[config.mk]
export PLATFORM = sky130hd
export DESIGN_NAME = peripheral_subsystem
export DESIGN_NICKNAME = d
export VERILOG_FILES = /design/src/rtl/bus_pkg.sv /design/src/rtl/periph_pkg.sv /design/src/rtl/obi_to_reg.sv /design/src/rtl/reg_demux.sv /design/src/rtl/plic_lite.sv /design/src/rtl/gpio.sv /design/src/rtl/rv_timer.sv /design/src/rtl/peripheral_subsystem.sv
export VERILOG_INCLUDE_DIRS = /design/src /design/src/include
export SDC_FILE = /design/constraint.sdc
export NUM_CORES = 1
export LEC_CHECK = 0
export BUFFER_PORTS_ARGS = -buffer_cell sky130_fd_sc_hd__buf_2
export CAP_MARGIN = 20
export CORE_UTILIZATION = 25
export CTS_CLUSTER_SIZE = 24
export DETAILED_ROUTE_END_ITERATION = 12
export GPL_ROUTABILITY_DRIVEN = 0
export SETUP_SLACK_MARGIN = 0.3
export SLEW_MARGIN = 10
export SYNTH_ARGS = -nofsm -noshare
export SYNTH_HDL_FRONTEND = slang
export SYNTH_HIERARCHICAL = 1
export SYNTH_SLANG_ARGS = --single-unit
export TNS_END_PERCENT = 20
[constraint.sdc]
create_clock -name clk_i -period 2.9 [get_ports clk_i]
set_input_delay 0.435 -clock clk_i [delete_from_list [all_inputs] [get_ports clk_i]]
set_output_delay 0.435 -clock clk_i [all_outputs]
set_load 0.02 [all_outputs]
[src/include/periph_consts.svh]
// ~~~~~~~~~~~~~~~~~~~~~~~~~~~~~~~~~~~~~~~~~~~~~~~~~~~~~~~~~~~~~~~~~~~~~~~~~~
// Peripheral address map is a 16 KiB region split into 4 KiB windows.
// Offsets are compared against the low 12 address bits of each window.
// ~~~~~~~~~~~~~~~~~~~~~~~~~~~~~~~~~~~~~~~~~~~~~~~~~~~~~~~~~~~~~~~~~~~~~~~~~~
`ifndef PERIPH_CONSTS_SVH
`define PERIPH_CONSTS_SVH

`define GPIO_WIDTH      8

`define PERIPH_BASE     32'h3000_0000
`define PERIPH_SIZE     32'h0000_4000
`define PERIPH_IDX_LSB  12

`define PLIC_IDX        0
`define GPIO_IDX        1
`define TIMER_IDX       2

// Interrupt source numbering, source 0 is reserved
`define PLIC_GPIO_SRC   1
`define PLIC_TIMER_SRC  9
`define PLIC_USED_NINT  11

`define REG_ERR_DATA    32'hBADC_AB1E

`define PLIC_PENDING_OFS  12'h000
`define PLIC_ENABLE_OFS   12'h004
`define PLIC_CLAIM_OFS    12'h008
`define PLIC_MSIP_OFS     12'h00C

`define GPIO_IN_OFS       12'h000
`define GPIO_OUT_OFS      12'h004
`define GPIO_OE_OFS       12'h008
`define GPIO_INTR_EN_OFS  12'h00C
`define GPIO_STATUS_OFS   12'h010

`define TIMER_MTIME_OFS   12'h000
`define TIMER_PRESC_OFS   12'h004
`define TIMER_CTRL_OFS    12'h008
`define TIMER_CMP0_OFS    12'h00C
`define TIMER_CMP1_OFS    12'h010

`endif

[src/rtl/bus_pkg.sv]
// ~~~~~~~~~~~~~~~~~~~~~~~~~~~~~~~~~~~~~~~~~~~~~~~~~~~~~~~~~~~~~~~~~~~~~~~~~~
// OBI and register bus types, 32-bit address and data only.
// ~~~~~~~~~~~~~~~~~~~~~~~~~~~~~~~~~~~~~~~~~~~~~~~~~~~~~~~~~~~~~~~~~~~~~~~~~~
`default_nettype none

package bus_pkg;

  typedef logic [31:0] addr_t;
  typedef logic [31:0] data_t;
  typedef logic [3:0]  strb_t;

  typedef struct packed {
    logic  req;
    logic  we;
    strb_t be;
    addr_t addr;
    data_t wdata;
  } obi_req_t;

  typedef struct packed {
    logic  gnt;
    logic  rvalid;
    logic  err;
    data_t rdata;
  } obi_resp_t;

  typedef struct packed {
    logic  valid;
    logic  write;
    addr_t addr;
    data_t wdata;
    strb_t wstrb;
  } reg_req_t;

  typedef struct packed {
    data_t rdata;
    logic  error;
  } reg_rsp_t;

  // Byte enables expanded to a bit mask
  function automatic data_t strb_mask(strb_t strb);
    data_t mask;
    for (int b = 0; b < $bits(strb_t); b++) begin
      mask[8*b +: 8] = {8{strb[b]}};
    end
    return mask;
  endfunction

  function automatic data_t masked_write(data_t old_val, data_t new_val, strb_t strb);
    data_t mask;
    mask = strb_mask(strb);
    return (old_val & ~mask) | (new_val & mask);
  endfunction

endpackage

`default_nettype wire

[src/rtl/periph_pkg.sv]
// ~~~~~~~~~~~~~~~~~~~~~~~~~~~~~~~~~~~~~~~~~~~~~~~~~~~~~~~~~~~~~~~~~~~~~~~~~~
// Peripheral vector types. Interrupt IDs cover at most 32 sources.
// ~~~~~~~~~~~~~~~~~~~~~~~~~~~~~~~~~~~~~~~~~~~~~~~~~~~~~~~~~~~~~~~~~~~~~~~~~~
`default_nettype none

`include "periph_consts.svh"

package periph_pkg;

  // One bit per GPIO pin
  typedef logic [`GPIO_WIDTH-1:0] gpio_t;

  typedef logic [31:0] mtime_t;

  typedef logic [4:0] irq_id_t;

  // Window select from address bits 13:12
  typedef logic [1:0] periph_idx_t;

endpackage

`default_nettype wire

[src/rtl/obi_to_reg.sv]
// ~~~~~~~~~~~~~~~~~~~~~~~~~~~~~~~~~~~~~~~~~~~~~~~~~~~~~~~~~~~~~~~~~~~~~~~~~~
// Grants every request, no back-pressure. The response follows one cycle
// later, write responses carry zero data.
// ~~~~~~~~~~~~~~~~~~~~~~~~~~~~~~~~~~~~~~~~~~~~~~~~~~~~~~~~~~~~~~~~~~~~~~~~~~
`timescale 1ns/1ps
`default_nettype none

module obi_to_reg (
  input  wire logic               clk_i,
  input  wire logic               rst_n_i,
  input  wire bus_pkg::obi_req_t  obi_req_i,
  output bus_pkg::obi_resp_t      obi_resp_o,
  output bus_pkg::reg_req_t       reg_req_o,
  input  wire bus_pkg::reg_rsp_t  reg_rsp_i
);

  import bus_pkg::*;

  logic  rvalid_q;
  logic  err_q;
  data_t rdata_q;

  assign reg_req_o.valid = obi_req_i.req;
  assign reg_req_o.write = obi_req_i.we;
  assign reg_req_o.addr  = obi_req_i.addr;
  assign reg_req_o.wdata = obi_req_i.wdata;
  assign reg_req_o.wstrb = obi_req_i.be;

  assign obi_resp_o.gnt    = obi_req_i.req;
  assign obi_resp_o.rvalid = rvalid_q;
  assign obi_resp_o.err    = err_q;
  assign obi_resp_o.rdata  = rdata_q;

  always_ff @(posedge clk_i) begin
    if (!rst_n_i) begin
      rvalid_q <= 1'b0;
      err_q    <= 1'b0;
    end else begin
      rvalid_q <= obi_req_i.req;
      err_q    <= obi_req_i.req & reg_rsp_i.error;
    end
  end

  // Only meaningful alongside rvalid
  always_ff @(posedge clk_i) begin
    if (obi_req_i.req) begin
      rdata_q <= obi_req_i.we ? '0 : reg_rsp_i.rdata;
    end
  end

endmodule

`default_nettype wire

[src/rtl/reg_demux.sv]
// ~~~~~~~~~~~~~~~~~~~~~~~~~~~~~~~~~~~~~~~~~~~~~~~~~~~~~~~~~~~~~~~~~~~~~~~~~~
// Combinational window decode on address bits 13:12. Windows above the
// timer answer with an error and the fixed error pattern.
// ~~~~~~~~~~~~~~~~~~~~~~~~~~~~~~~~~~~~~~~~~~~~~~~~~~~~~~~~~~~~~~~~~~~~~~~~~~
`timescale 1ns/1ps
`default_nettype none

`include "periph_consts.svh"

module reg_demux (
  input  wire bus_pkg::reg_req_t                  in_req_i,
  output bus_pkg::reg_rsp_t                       in_rsp_o,
  output bus_pkg::reg_req_t [`TIMER_IDX:0]        out_req_o,
  input  wire bus_pkg::reg_rsp_t [`TIMER_IDX:0]   out_rsp_i
);

  import periph_pkg::*;

  periph_idx_t idx;

  assign idx = in_req_i.addr[`PERIPH_IDX_LSB +: $bits(periph_idx_t)];

  always_comb begin
    // Unmapped unless a port below matches
    in_rsp_o.rdata = `REG_ERR_DATA;
    in_rsp_o.error = 1'b1;
    for (int i = 0; i <= `TIMER_IDX; i++) begin
      out_req_o[i]       = in_req_i;
      out_req_o[i].valid = in_req_i.valid && (idx == periph_idx_t'(i));
      if (idx == periph_idx_t'(i)) begin
        in_rsp_o = out_rsp_i[i];
      end
    end
  end

endmodule

`default_nettype wire

[src/rtl/plic_lite.sv]
// ~~~~~~~~~~~~~~~~~~~~~~~~~~~~~~~~~~~~~~~~~~~~~~~~~~~~~~~~~~~~~~~~~~~~~~~~~~
// Level gateways, lowest ID wins, no priorities or threshold.
// NumSrc from 12 to 32, source 0 is expected tied low.
// ~~~~~~~~~~~~~~~~~~~~~~~~~~~~~~~~~~~~~~~~~~~~~~~~~~~~~~~~~~~~~~~~~~~~~~~~~~
`timescale 1ns/1ps
`default_nettype none

`include "periph_consts.svh"

module plic_lite #(
  parameter int unsigned NumSrc = 32
) (
  input  wire logic               clk_i,
  input  wire logic               rst_n_i,
  input  wire bus_pkg::reg_req_t  reg_req_i,
  output bus_pkg::reg_rsp_t       reg_rsp_o,
  input  wire logic [NumSrc-1:0]  intr_src_i,
  output logic                    irq_o,
  output logic                    msip_o
);

  import bus_pkg::*;
  import periph_pkg::*;

  logic [NumSrc-1:0]         pending_q;
  logic [NumSrc-1:0]         enable_q;
  logic [NumSrc-1:0]         in_service_q;
  logic                      msip_q;
  logic [`PERIPH_IDX_LSB-1:0] ofs;
  logic                      wr;
  logic                      claim_rd;
  irq_id_t                   claim_id;
  irq_id_t                   complete_id;
  logic [NumSrc-1:0]         claim_mask;
  logic [NumSrc-1:0]         complete_mask;
  data_t                     enable_wr;

  assign ofs         = reg_req_i.addr[`PERIPH_IDX_LSB-1:0];
  assign wr          = reg_req_i.valid && reg_req_i.write;
  assign claim_rd    = reg_req_i.valid && !reg_req_i.write && (ofs == `PLIC_CLAIM_OFS);
  assign complete_id = irq_id_t'(reg_req_i.wdata);

  // Lowest enabled pending source, 0 when none
  always_comb begin
    claim_id = '0;
    for (int i = NumSrc - 1; i > 0; i--) begin
      if (pending_q[i] && enable_q[i]) begin
        claim_id = irq_id_t'(i);
      end
    end
  end

  assign claim_mask    = (claim_rd && claim_id != '0) ?
                         ({{(NumSrc-1){1'b0}}, 1'b1} << claim_id) : '0;
  assign complete_mask = (wr && ofs == `PLIC_CLAIM_OFS) ?
                         ({{(NumSrc-1){1'b0}}, 1'b1} << complete_id) : '0;
  assign enable_wr     = masked_write(data_t'(enable_q), reg_req_i.wdata, reg_req_i.wstrb);

  always_ff @(posedge clk_i) begin
    if (!rst_n_i) begin
      pending_q    <= '0;
      enable_q     <= '0;
      in_service_q <= '0;
      msip_q       <= 1'b0;
    end else begin
      // Gateway blocks a source while it is pending or in service
      pending_q    <= (pending_q | (intr_src_i & ~in_service_q)) & ~claim_mask;
      in_service_q <= (in_service_q | claim_mask) & ~complete_mask;
      if (wr && ofs == `PLIC_ENABLE_OFS) begin
        enable_q <= enable_wr[NumSrc-1:0];
      end
      if (wr && ofs == `PLIC_MSIP_OFS && reg_req_i.wstrb[0]) begin
        msip_q <= reg_req_i.wdata[0];
      end
    end
  end

  always_comb begin
    reg_rsp_o.error = 1'b0;
    case (ofs)
      `PLIC_PENDING_OFS: reg_rsp_o.rdata = data_t'(pending_q);
      `PLIC_ENABLE_OFS:  reg_rsp_o.rdata = data_t'(enable_q);
      `PLIC_CLAIM_OFS:   reg_rsp_o.rdata = data_t'(claim_id);
      `PLIC_MSIP_OFS:    reg_rsp_o.rdata = data_t'(msip_q);
      default:           reg_rsp_o.rdata = '0;
    endcase
  end

  assign irq_o  = |(pending_q & enable_q);
  assign msip_o = msip_q;

endmodule

`default_nettype wire

[src/rtl/gpio.sv]
// ~~~~~~~~~~~~~~~~~~~~~~~~~~~~~~~~~~~~~~~~~~~~~~~~~~~~~~~~~~~~~~~~~~~~~~~~~~
// Inputs pass a two-flop synchronizer. Status bits latch rising edges
// and are cleared by writing 1.
// ~~~~~~~~~~~~~~~~~~~~~~~~~~~~~~~~~~~~~~~~~~~~~~~~~~~~~~~~~~~~~~~~~~~~~~~~~~
`timescale 1ns/1ps
`default_nettype none

`include "periph_consts.svh"

module gpio (
  input  wire logic                clk_i,
  input  wire logic                rst_n_i,
  input  wire bus_pkg::reg_req_t   reg_req_i,
  output bus_pkg::reg_rsp_t        reg_rsp_o,
  input  wire periph_pkg::gpio_t   gpio_i,
  output periph_pkg::gpio_t        gpio_o,
  output periph_pkg::gpio_t        gpio_en_o,
  output periph_pkg::gpio_t        intr_o
);

  import bus_pkg::*;
  import periph_pkg::*;

  gpio_t                      sync_q;
  gpio_t                      in_q;
  gpio_t                      in_prev_q;
  gpio_t                      out_q;
  gpio_t                      oe_q;
  gpio_t                      ie_q;
  gpio_t                      status_q;
  gpio_t                      rise;
  gpio_t                      w1c;
  logic [`PERIPH_IDX_LSB-1:0] ofs;
  logic                       wr;

  assign ofs  = reg_req_i.addr[`PERIPH_IDX_LSB-1:0];
  assign wr   = reg_req_i.valid && reg_req_i.write;
  assign rise = in_q & ~in_prev_q;
  assign w1c  = (wr && ofs == `GPIO_STATUS_OFS) ?
                gpio_t'(reg_req_i.wdata & strb_mask(reg_req_i.wstrb)) : '0;

  always_ff @(posedge clk_i) begin
    if (!rst_n_i) begin
      sync_q    <= '0;
      in_q      <= '0;
      in_prev_q <= '0;
      out_q     <= '0;
      oe_q      <= '0;
      ie_q      <= '0;
      status_q  <= '0;
    end else begin
      sync_q    <= gpio_i;
      in_q      <= sync_q;
      in_prev_q <= in_q;
      // A new edge wins over a clear in the same cycle
      status_q  <= (status_q & ~w1c) | rise;
      if (wr && ofs == `GPIO_OUT_OFS) begin
        out_q <= gpio_t'(masked_write(data_t'(out_q), reg_req_i.wdata, reg_req_i.wstrb));
      end
      if (wr && ofs == `GPIO_OE_OFS) begin
        oe_q <= gpio_t'(masked_write(data_t'(oe_q), reg_req_i.wdata, reg_req_i.wstrb));
      end
      if (wr && ofs == `GPIO_INTR_EN_OFS) begin
        ie_q <= gpio_t'(masked_write(data_t'(ie_q), reg_req_i.wdata, reg_req_i.wstrb));
      end
    end
  end

  always_comb begin
    reg_rsp_o.error = 1'b0;
    case (ofs)
      `GPIO_IN_OFS:      reg_rsp_o.rdata = data_t'(in_q);
      `GPIO_OUT_OFS:     reg_rsp_o.rdata = data_t'(out_q);
      `GPIO_OE_OFS:      reg_rsp_o.rdata = data_t'(oe_q);
      `GPIO_INTR_EN_OFS: reg_rsp_o.rdata = data_t'(ie_q);
      `GPIO_STATUS_OFS:  reg_rsp_o.rdata = data_t'(status_q);
      default:           reg_rsp_o.rdata = '0;
    endcase
  end

  assign gpio_o    = out_q;
  assign gpio_en_o = oe_q;
  assign intr_o    = status_q & ie_q;

endmodule

`default_nettype wire

[src/rtl/rv_timer.sv]
// ~~~~~~~~~~~~~~~~~~~~~~~~~~~~~~~~~~~~~~~~~~~~~~~~~~~~~~~~~~~~~~~~~~~~~~~~~~
// 32-bit mtime, no wrap handling. Compare interrupts are levels that stay
// high while mtime is at or above the compare value.
// ~~~~~~~~~~~~~~~~~~~~~~~~~~~~~~~~~~~~~~~~~~~~~~~~~~~~~~~~~~~~~~~~~~~~~~~~~~
`timescale 1ns/1ps
`default_nettype none

`include "periph_consts.svh"

module rv_timer (
  input  wire logic               clk_i,
  input  wire logic               rst_n_i,
  input  wire bus_pkg::reg_req_t  reg_req_i,
  output bus_pkg::reg_rsp_t       reg_rsp_o,
  output logic [1:0]              intr_o
);

  import bus_pkg::*;
  import periph_pkg::*;

  mtime_t                     mtime_q;
  mtime_t                     prescale_q;
  mtime_t                     presc_cnt_q;
  mtime_t                     cmp0_q;
  mtime_t                     cmp1_q;
  logic                       enable_q;
  logic                       tick;
  logic [`PERIPH_IDX_LSB-1:0] ofs;
  logic                       wr;

  assign ofs  = reg_req_i.addr[`PERIPH_IDX_LSB-1:0];
  assign wr   = reg_req_i.valid && reg_req_i.write;
  // Compare with >= so a smaller prescale written mid-count still ticks
  assign tick = enable_q && (presc_cnt_q >= prescale_q);

  always_ff @(posedge clk_i) begin
    if (!rst_n_i) begin
      mtime_q     <= '0;
      prescale_q  <= '0;
      presc_cnt_q <= '0;
      enable_q    <= 1'b0;
      cmp0_q      <= '1;
      cmp1_q      <= '1;
    end else begin
      if (tick) begin
        presc_cnt_q <= '0;
        mtime_q     <= mtime_q + 1'b1;
      end else if (enable_q) begin
        presc_cnt_q <= presc_cnt_q + 1'b1;
      end
      // Software writes override the increment
      if (wr) begin
        case (ofs)
          `TIMER_MTIME_OFS: mtime_q <= masked_write(mtime_q, reg_req_i.wdata, reg_req_i.wstrb);
          `TIMER_PRESC_OFS: prescale_q <= masked_write(prescale_q, reg_req_i.wdata,
                                                       reg_req_i.wstrb);
          `TIMER_CTRL_OFS: begin
            if (reg_req_i.wstrb[0]) begin
              enable_q <= reg_req_i.wdata[0];
            end
          end
          `TIMER_CMP0_OFS:  cmp0_q <= masked_write(cmp0_q, reg_req_i.wdata, reg_req_i.wstrb);
          `TIMER_CMP1_OFS:  cmp1_q <= masked_write(cmp1_q, reg_req_i.wdata, reg_req_i.wstrb);
          default: ;
        endcase
      end
    end
  end

  always_comb begin
    reg_rsp_o.error = 1'b0;
    case (ofs)
      `TIMER_MTIME_OFS: reg_rsp_o.rdata = mtime_q;
      `TIMER_PRESC_OFS: reg_rsp_o.rdata = prescale_q;
      `TIMER_CTRL_OFS:  reg_rsp_o.rdata = data_t'(enable_q);
      `TIMER_CMP0_OFS:  reg_rsp_o.rdata = cmp0_q;
      `TIMER_CMP1_OFS:  reg_rsp_o.rdata = cmp1_q;
      default:          reg_rsp_o.rdata = '0;
    endcase
  end

  assign intr_o[0] = (mtime_q >= cmp0_q);
  assign intr_o[1] = (mtime_q >= cmp1_q);

endmodule

`default_nettype wire

[src/rtl/peripheral_subsystem.sv]
// ~~~~~~~~~~~~~~~~~~~~~~~~~~~~~~~~~~~~~~~~~~~~~~~~~~~~~~~~~~~~~~~~~~~~~~~~~~
// NEXT_INT external interrupt lines, 1 to 21. External sources start at
// ID 11, after the GPIO pins and both timer compares.
// ~~~~~~~~~~~~~~~~~~~~~~~~~~~~~~~~~~~~~~~~~~~~~~~~~~~~~~~~~~~~~~~~~~~~~~~~~~
`timescale 1ns/1ps
`default_nettype none

`include "periph_consts.svh"

module peripheral_subsystem #(
  parameter int unsigned NEXT_INT = 4
) (
  input  wire logic                 clk_i,
  input  wire logic                 rst_n_i,

  input  wire bus_pkg::obi_req_t    slave_req_i,
  output bus_pkg::obi_resp_t        slave_resp_o,

  input  wire logic [NEXT_INT-1:0]  intr_vector_ext_i,
  output logic                      irq_plic_o,
  output logic                      msip_o,

  input  wire periph_pkg::gpio_t    cio_gpio_i,
  output periph_pkg::gpio_t         cio_gpio_o,
  output periph_pkg::gpio_t         cio_gpio_en_o,

  output logic                      rv_timer_2_intr_o,
  output logic                      rv_timer_3_intr_o
);

  import bus_pkg::*;
  import periph_pkg::*;

  localparam int unsigned NumSrc = `PLIC_USED_NINT + NEXT_INT;

  reg_req_t                  periph_req;
  reg_rsp_t                  periph_rsp;
  reg_req_t [`TIMER_IDX:0]   slv_req;
  reg_rsp_t [`TIMER_IDX:0]   slv_rsp;
  gpio_t                     gpio_intr;
  logic [1:0]                timer_intr;
  logic [NumSrc-1:0]         intr_vector;

  // ID 0 means no interrupt
  assign intr_vector[0]                               = 1'b0;
  assign intr_vector[`PLIC_GPIO_SRC +: `GPIO_WIDTH]   = gpio_intr;
  assign intr_vector[`PLIC_TIMER_SRC +: 2]            = timer_intr;
  assign intr_vector[`PLIC_USED_NINT +: NEXT_INT]     = intr_vector_ext_i;

  assign rv_timer_2_intr_o = timer_intr[0];
  assign rv_timer_3_intr_o = timer_intr[1];

  obi_to_reg obi_to_reg_i (
    .clk_i,
    .rst_n_i,
    .obi_req_i  (slave_req_i),
    .obi_resp_o (slave_resp_o),
    .reg_req_o  (periph_req),
    .reg_rsp_i  (periph_rsp)
  );

  reg_demux reg_demux_i (
    .in_req_i  (periph_req),
    .in_rsp_o  (periph_rsp),
    .out_req_o (slv_req),
    .out_rsp_i (slv_rsp)
  );

  plic_lite #(
    .NumSrc (NumSrc)
  ) plic_lite_i (
    .clk_i,
    .rst_n_i,
    .reg_req_i  (slv_req[`PLIC_IDX]),
    .reg_rsp_o  (slv_rsp[`PLIC_IDX]),
    .intr_src_i (intr_vector),
    .irq_o      (irq_plic_o),
    .msip_o
  );

  gpio gpio_i (
    .clk_i,
    .rst_n_i,
    .reg_req_i (slv_req[`GPIO_IDX]),
    .reg_rsp_o (slv_rsp[`GPIO_IDX]),
    .gpio_i    (cio_gpio_i),
    .gpio_o    (cio_gpio_o),
    .gpio_en_o (cio_gpio_en_o),
    .intr_o    (gpio_intr)
  );

  rv_timer rv_timer_i (
    .clk_i,
    .rst_n_i,
    .reg_req_i (slv_req[`TIMER_IDX]),
    .reg_rsp_o (slv_rsp[`TIMER_IDX]),
    .intr_o    (timer_intr)
  );

endmodule

`default_nettype wire

Yosys cells after proc, flatten, opt, wreduce, memory -nomap -nowiden:

Cells that the tools add are included.

* flip-flop bits (word level): 297
* bits of input ports: 84
* output and inout port bits: 55

* add/subtract/negate cells: 2
* magnitude comparators: 3
* eq/ne operators: 6
* shift operators: 2
* muxes and demuxes: 26
* bitwise logic cells: 35
* reduce and logical (&&, ||, !) cells: 42

Operators with widths (number)
* 32-bit AND: 5
* 32-bit one-hot mux with 5 select lines: 1
* 32-bit OR: 4
* 33-bit 2-to-1 mux: 3
* 32-bit >= comparator: 3
* 32-bit 2-to-1 mux: 3
* 15-bit AND: 5
* 32-bit by 1-bit adder with 32-bit output, second input constant: 2
* 15-bit one-hot mux with 4 select lines: 1
* 4-bit 2-to-1 mux: 14
* 8-bit AND: 6
* 15-bit inverter: 3
* 15-bit OR: 3
* 8-bit one-hot mux with 5 select lines: 1
* 1-bit logical AND: 32
* 32-bit inverter: 1
* 8-bit OR: 4
* 15-bit 2-to-1 mux: 2
* 12-bit by 4-bit equality test with 1-bit output, second input constant: 2
* 8-bit inverter: 2
* 15-bit OR reduction: 1
* 1-bit by 4-bit << shifter with 15-bit output, first input constant: 1
* 1-bit by 5-bit << shifter with 15-bit output, first input constant: 1
* 12-bit by 3-bit equality test with 1-bit output, second input constant: 1
* other kinds (13): 15

Longest topological paths before layout:

* depth in word-level cells: 20
* gate-level depth with buffers: 12
* gate-level depth less buffers: 12

Cells and area by module:

Netlist, hierarchy kept.

Modules (own cells, without submodules)
* rv_timer: times used 1, cells an instance 1180, area an instance 9888.2 µm², seq. area each 3223.1 µm²
* plic_lite: times used 1, cells an instance 296, area an instance 2695.1 µm², seq. area each 920.9 µm²
* gpio: times used 1, cells an instance 257, area an instance 2501.1 µm², seq. area each 1121.1 µm²
* reg_demux: times used 1, cells an instance 290, area an instance 2324.7 µm², seq. area each 0.0 µm²
* obi_to_reg: times used 1, cells an instance 144, area an instance 1784.2 µm², seq. area each 1001.0 µm²
* peripheral_subsystem: times used 1, cells an instance 1, area an instance 3.8 µm², seq. area each 0.0 µm²

Worst setup path after synthesis:

No wires, ideal clock.

* path type: input to register
* start point: input slave_req_i[43] (netlist bit)
* end point: register obi_to_reg_i.rdata_q[23], data pin
* library setup time: 0.140 ns
* arrival time: 2.596 ns
* data required time: 2.760 ns
* slack: 0.165 ns
* stages on the path: 11
* path buffers: 4
* path through: buf_4 buf_4 or4_4 nor4_4 and3_1 clkbuf_1 clkbuf_1 nand2_1 o221ai_1 o22a_1 nor2b_1

RTL lines
* start: declaration: RTL line peripheral_subsystem.sv:16 `input wire bus_pkg::obi_req_t slave_req_i,`
* end signal: assignment: RTL line obi_to_reg.sv:47 `rdata_q <= obi_req_i.we ? '0 : reg_rsp_i.rdata;`
* end: declaration: RTL line obi_to_reg.sv:21 `data_t rdata_q;`

==> results.tsv <==
metric	value	unit
status	complete, but fails checks	
failing checks	setup timing	
total CTS buffers	31	
Critical Path AT	2.73	ns
CTS HTree Levels	1	
Slew @ Worst Pin	0.829	ns
worst setup margin	-0.266	ns
Top-Level Pins	139	
cts-stage hold buffer count	0	
WP depth	11	
crit path max-delay cell type	a211o_2	
Final #Nets	2268	
worst skew pair latency	0.59	ns
initial core utilization	0.254	
WS Path Type	reg2out	
min cycle time layout	3.17	ns
MaxCap Viol Count	0	
final instance count without filler cells	3060	
Hold Crit Class	in2reg	
clock root buffer master	clkbuf_16	
crit-path leading delay family	compound AO/OA/AOI/OAI gates	
vias in the first global route	13700	
gr ovfl total	0	
largest net degree at the start of global routing	59	
post-synthesis instance area	18300	µm²
skew final	0.0137	ns
die extent in x	272	µm
Syn Area/Cell	8.94	µm²
Via Count	14616	
Synth Warn #	6	
antenna viol nets, final	0	
fin. max-slew vios	0	
Syn-to-layout area delta	16.5	%
crit path to	rv_timer_2_intr_o	
initial antenna violation count	7	
Core ar.	71900	µm²
CTS clk-pin slew, worst paths	0.06	ns
Avg WL per Cell	17.7	µm
worst-path fanout max	2	
Pleak	8.98	nW
die footprint	74200	µm²
RSZ-0062 raised after global routing	yes	
chip height	272	µm
worst path required time	2.47	ns
Post-Route Setup TNS	-0.487	ns
CTS tree	done	
startpoint types	flip-flop	
share of layout cells above drive strength 1	0.245	
Max VDD drop	0.000509	V
max_slew headroom	0.448	
row count	98	
PwrDens	422	nW/µm²
diode count	0	
CTS sink count	297	
Bufs and invs on worst path	3	
Setup-failing EPs final	2	
drt total wl	54200	µm
DR iter-0 viols	925	
Total GRT Usage	0.142	
Syn Inst Count	2044	
Worst R2R Path Depth	10	
placed cells	2987	
CP Capture Type	output port	
slowest cell delay on critical path	0.38	ns
Detail Placement HPWL	40800	µm
PnR Total Power	8.98	mW
Buffers on Ports	120	
number of remaining DRC errors	0	
maximum clock path buffer count	3	
Vias/cell	4.78	
post-route clock period utilization	1.09	
drt pass-1 iters	5	
Hold Fails Final Rpt	0	
commonest non-fill, non-tap cell in the layout	dfxtp_1	
first-pass GRT wire length	82700	µm
R2R setup slack	0.15	ns
fmax	316	MHz
most frequent cells in the layout	242 x dfxtp_1, 176 x nand2_1, 149 x mux2i_1, 129 x nor2_1, 117 x buf_2	
crit-path cells	inv_2 > ha_4 > nand2b_4 > a21o_1 > a211oi_2 > o21ai_2 > a21oi_2 > buf_4 > o311ai_2 > a211o_2 > buf_6	
==> timing repair <==
action,4_1_cts,5_1_grt
resized for setup,78,129
pin swaps,33,93
setup endpoints to repair,68,70
buffers inserted,10,4
gates cloned,2,0
==> area by class of cell <==
class | count | area, µm²
clock buffers | 50 | 937
well taps | 950 | 1190
multi-input cells | 1383 | 10500
fillers | 7637 | 50600
inverters | 116 | 440
clock inverters | 7 | 93.8
repair buffers | 257 | 1830
flip-flops and latches | 297 | 6290
==> worst min-delay path by stage <==
stage                                startpoint                     endpoint  slack, ns  cells after the start
floorplan           gpio_i/sync_q[0]$_SDFF_PN0_    gpio_i/in_q[0]$_SDFF_PN0_       0.41                      1
global placement    gpio_i/sync_q[4]$_SDFF_PN0_    gpio_i/in_q[4]$_SDFF_PN0_       0.41                      1
detailed placement  gpio_i/sync_q[2]$_SDFF_PN0_    gpio_i/in_q[2]$_SDFF_PN0_       0.42                      1
CTS                               cio_gpio_i[6]  gpio_i/sync_q[6]$_SDFF_PN0_       0.03                      2
global route                      cio_gpio_i[4]  gpio_i/sync_q[4]$_SDFF_PN0_       0.04                      2
finish                            cio_gpio_i[6]  gpio_i/sync_q[6]$_SDFF_PN0_       0.05                      2
==> where the power goes <==
group / leakage, nW / switching [mW] / total [mW] / internal (mW)
sequential: 2.46 / 0.0268 / 4.24 / 4.21
combinational: 6.01 / 0.403 / 0.624 / 0.221
clock: 0.508 / 1.74 / 4.11 / 2.38
total: 8.98 / 2.17 / 8.98 / 6.81
==> per-stage QoR <==
step / util / hold WS, ns / setup slack [ns] / instance area (µm²)
finish: 0.296 / 0.0534 / -0.266 / 21300
global route: 0.296 / 0.0400 / -0.371 / 21300
CTS: 0.288 / 0.0292 / -0.312 / 20700
detailed placement: 0.268 / 0.419 / -0.0428 / 19300
global placement: 0.268 / 0.414 / -0.00993 / 19300
floorplan: - / 0.412 / 0.265 / 18400
==> per-layer routing <==
layer	part of all wire	track usage	vias to the layer above	wire [µm]
met5	0.00037	0	-	20
met4	0.034	0.0457	4	1840
met3	0.051	0.0206	101	2760
met2	0.45	0.227	440	24200
met1	0.47	0.196	6925	25400
li1	-	-	7146	-
Note: power is estimated with default switching activity, not from simulation.
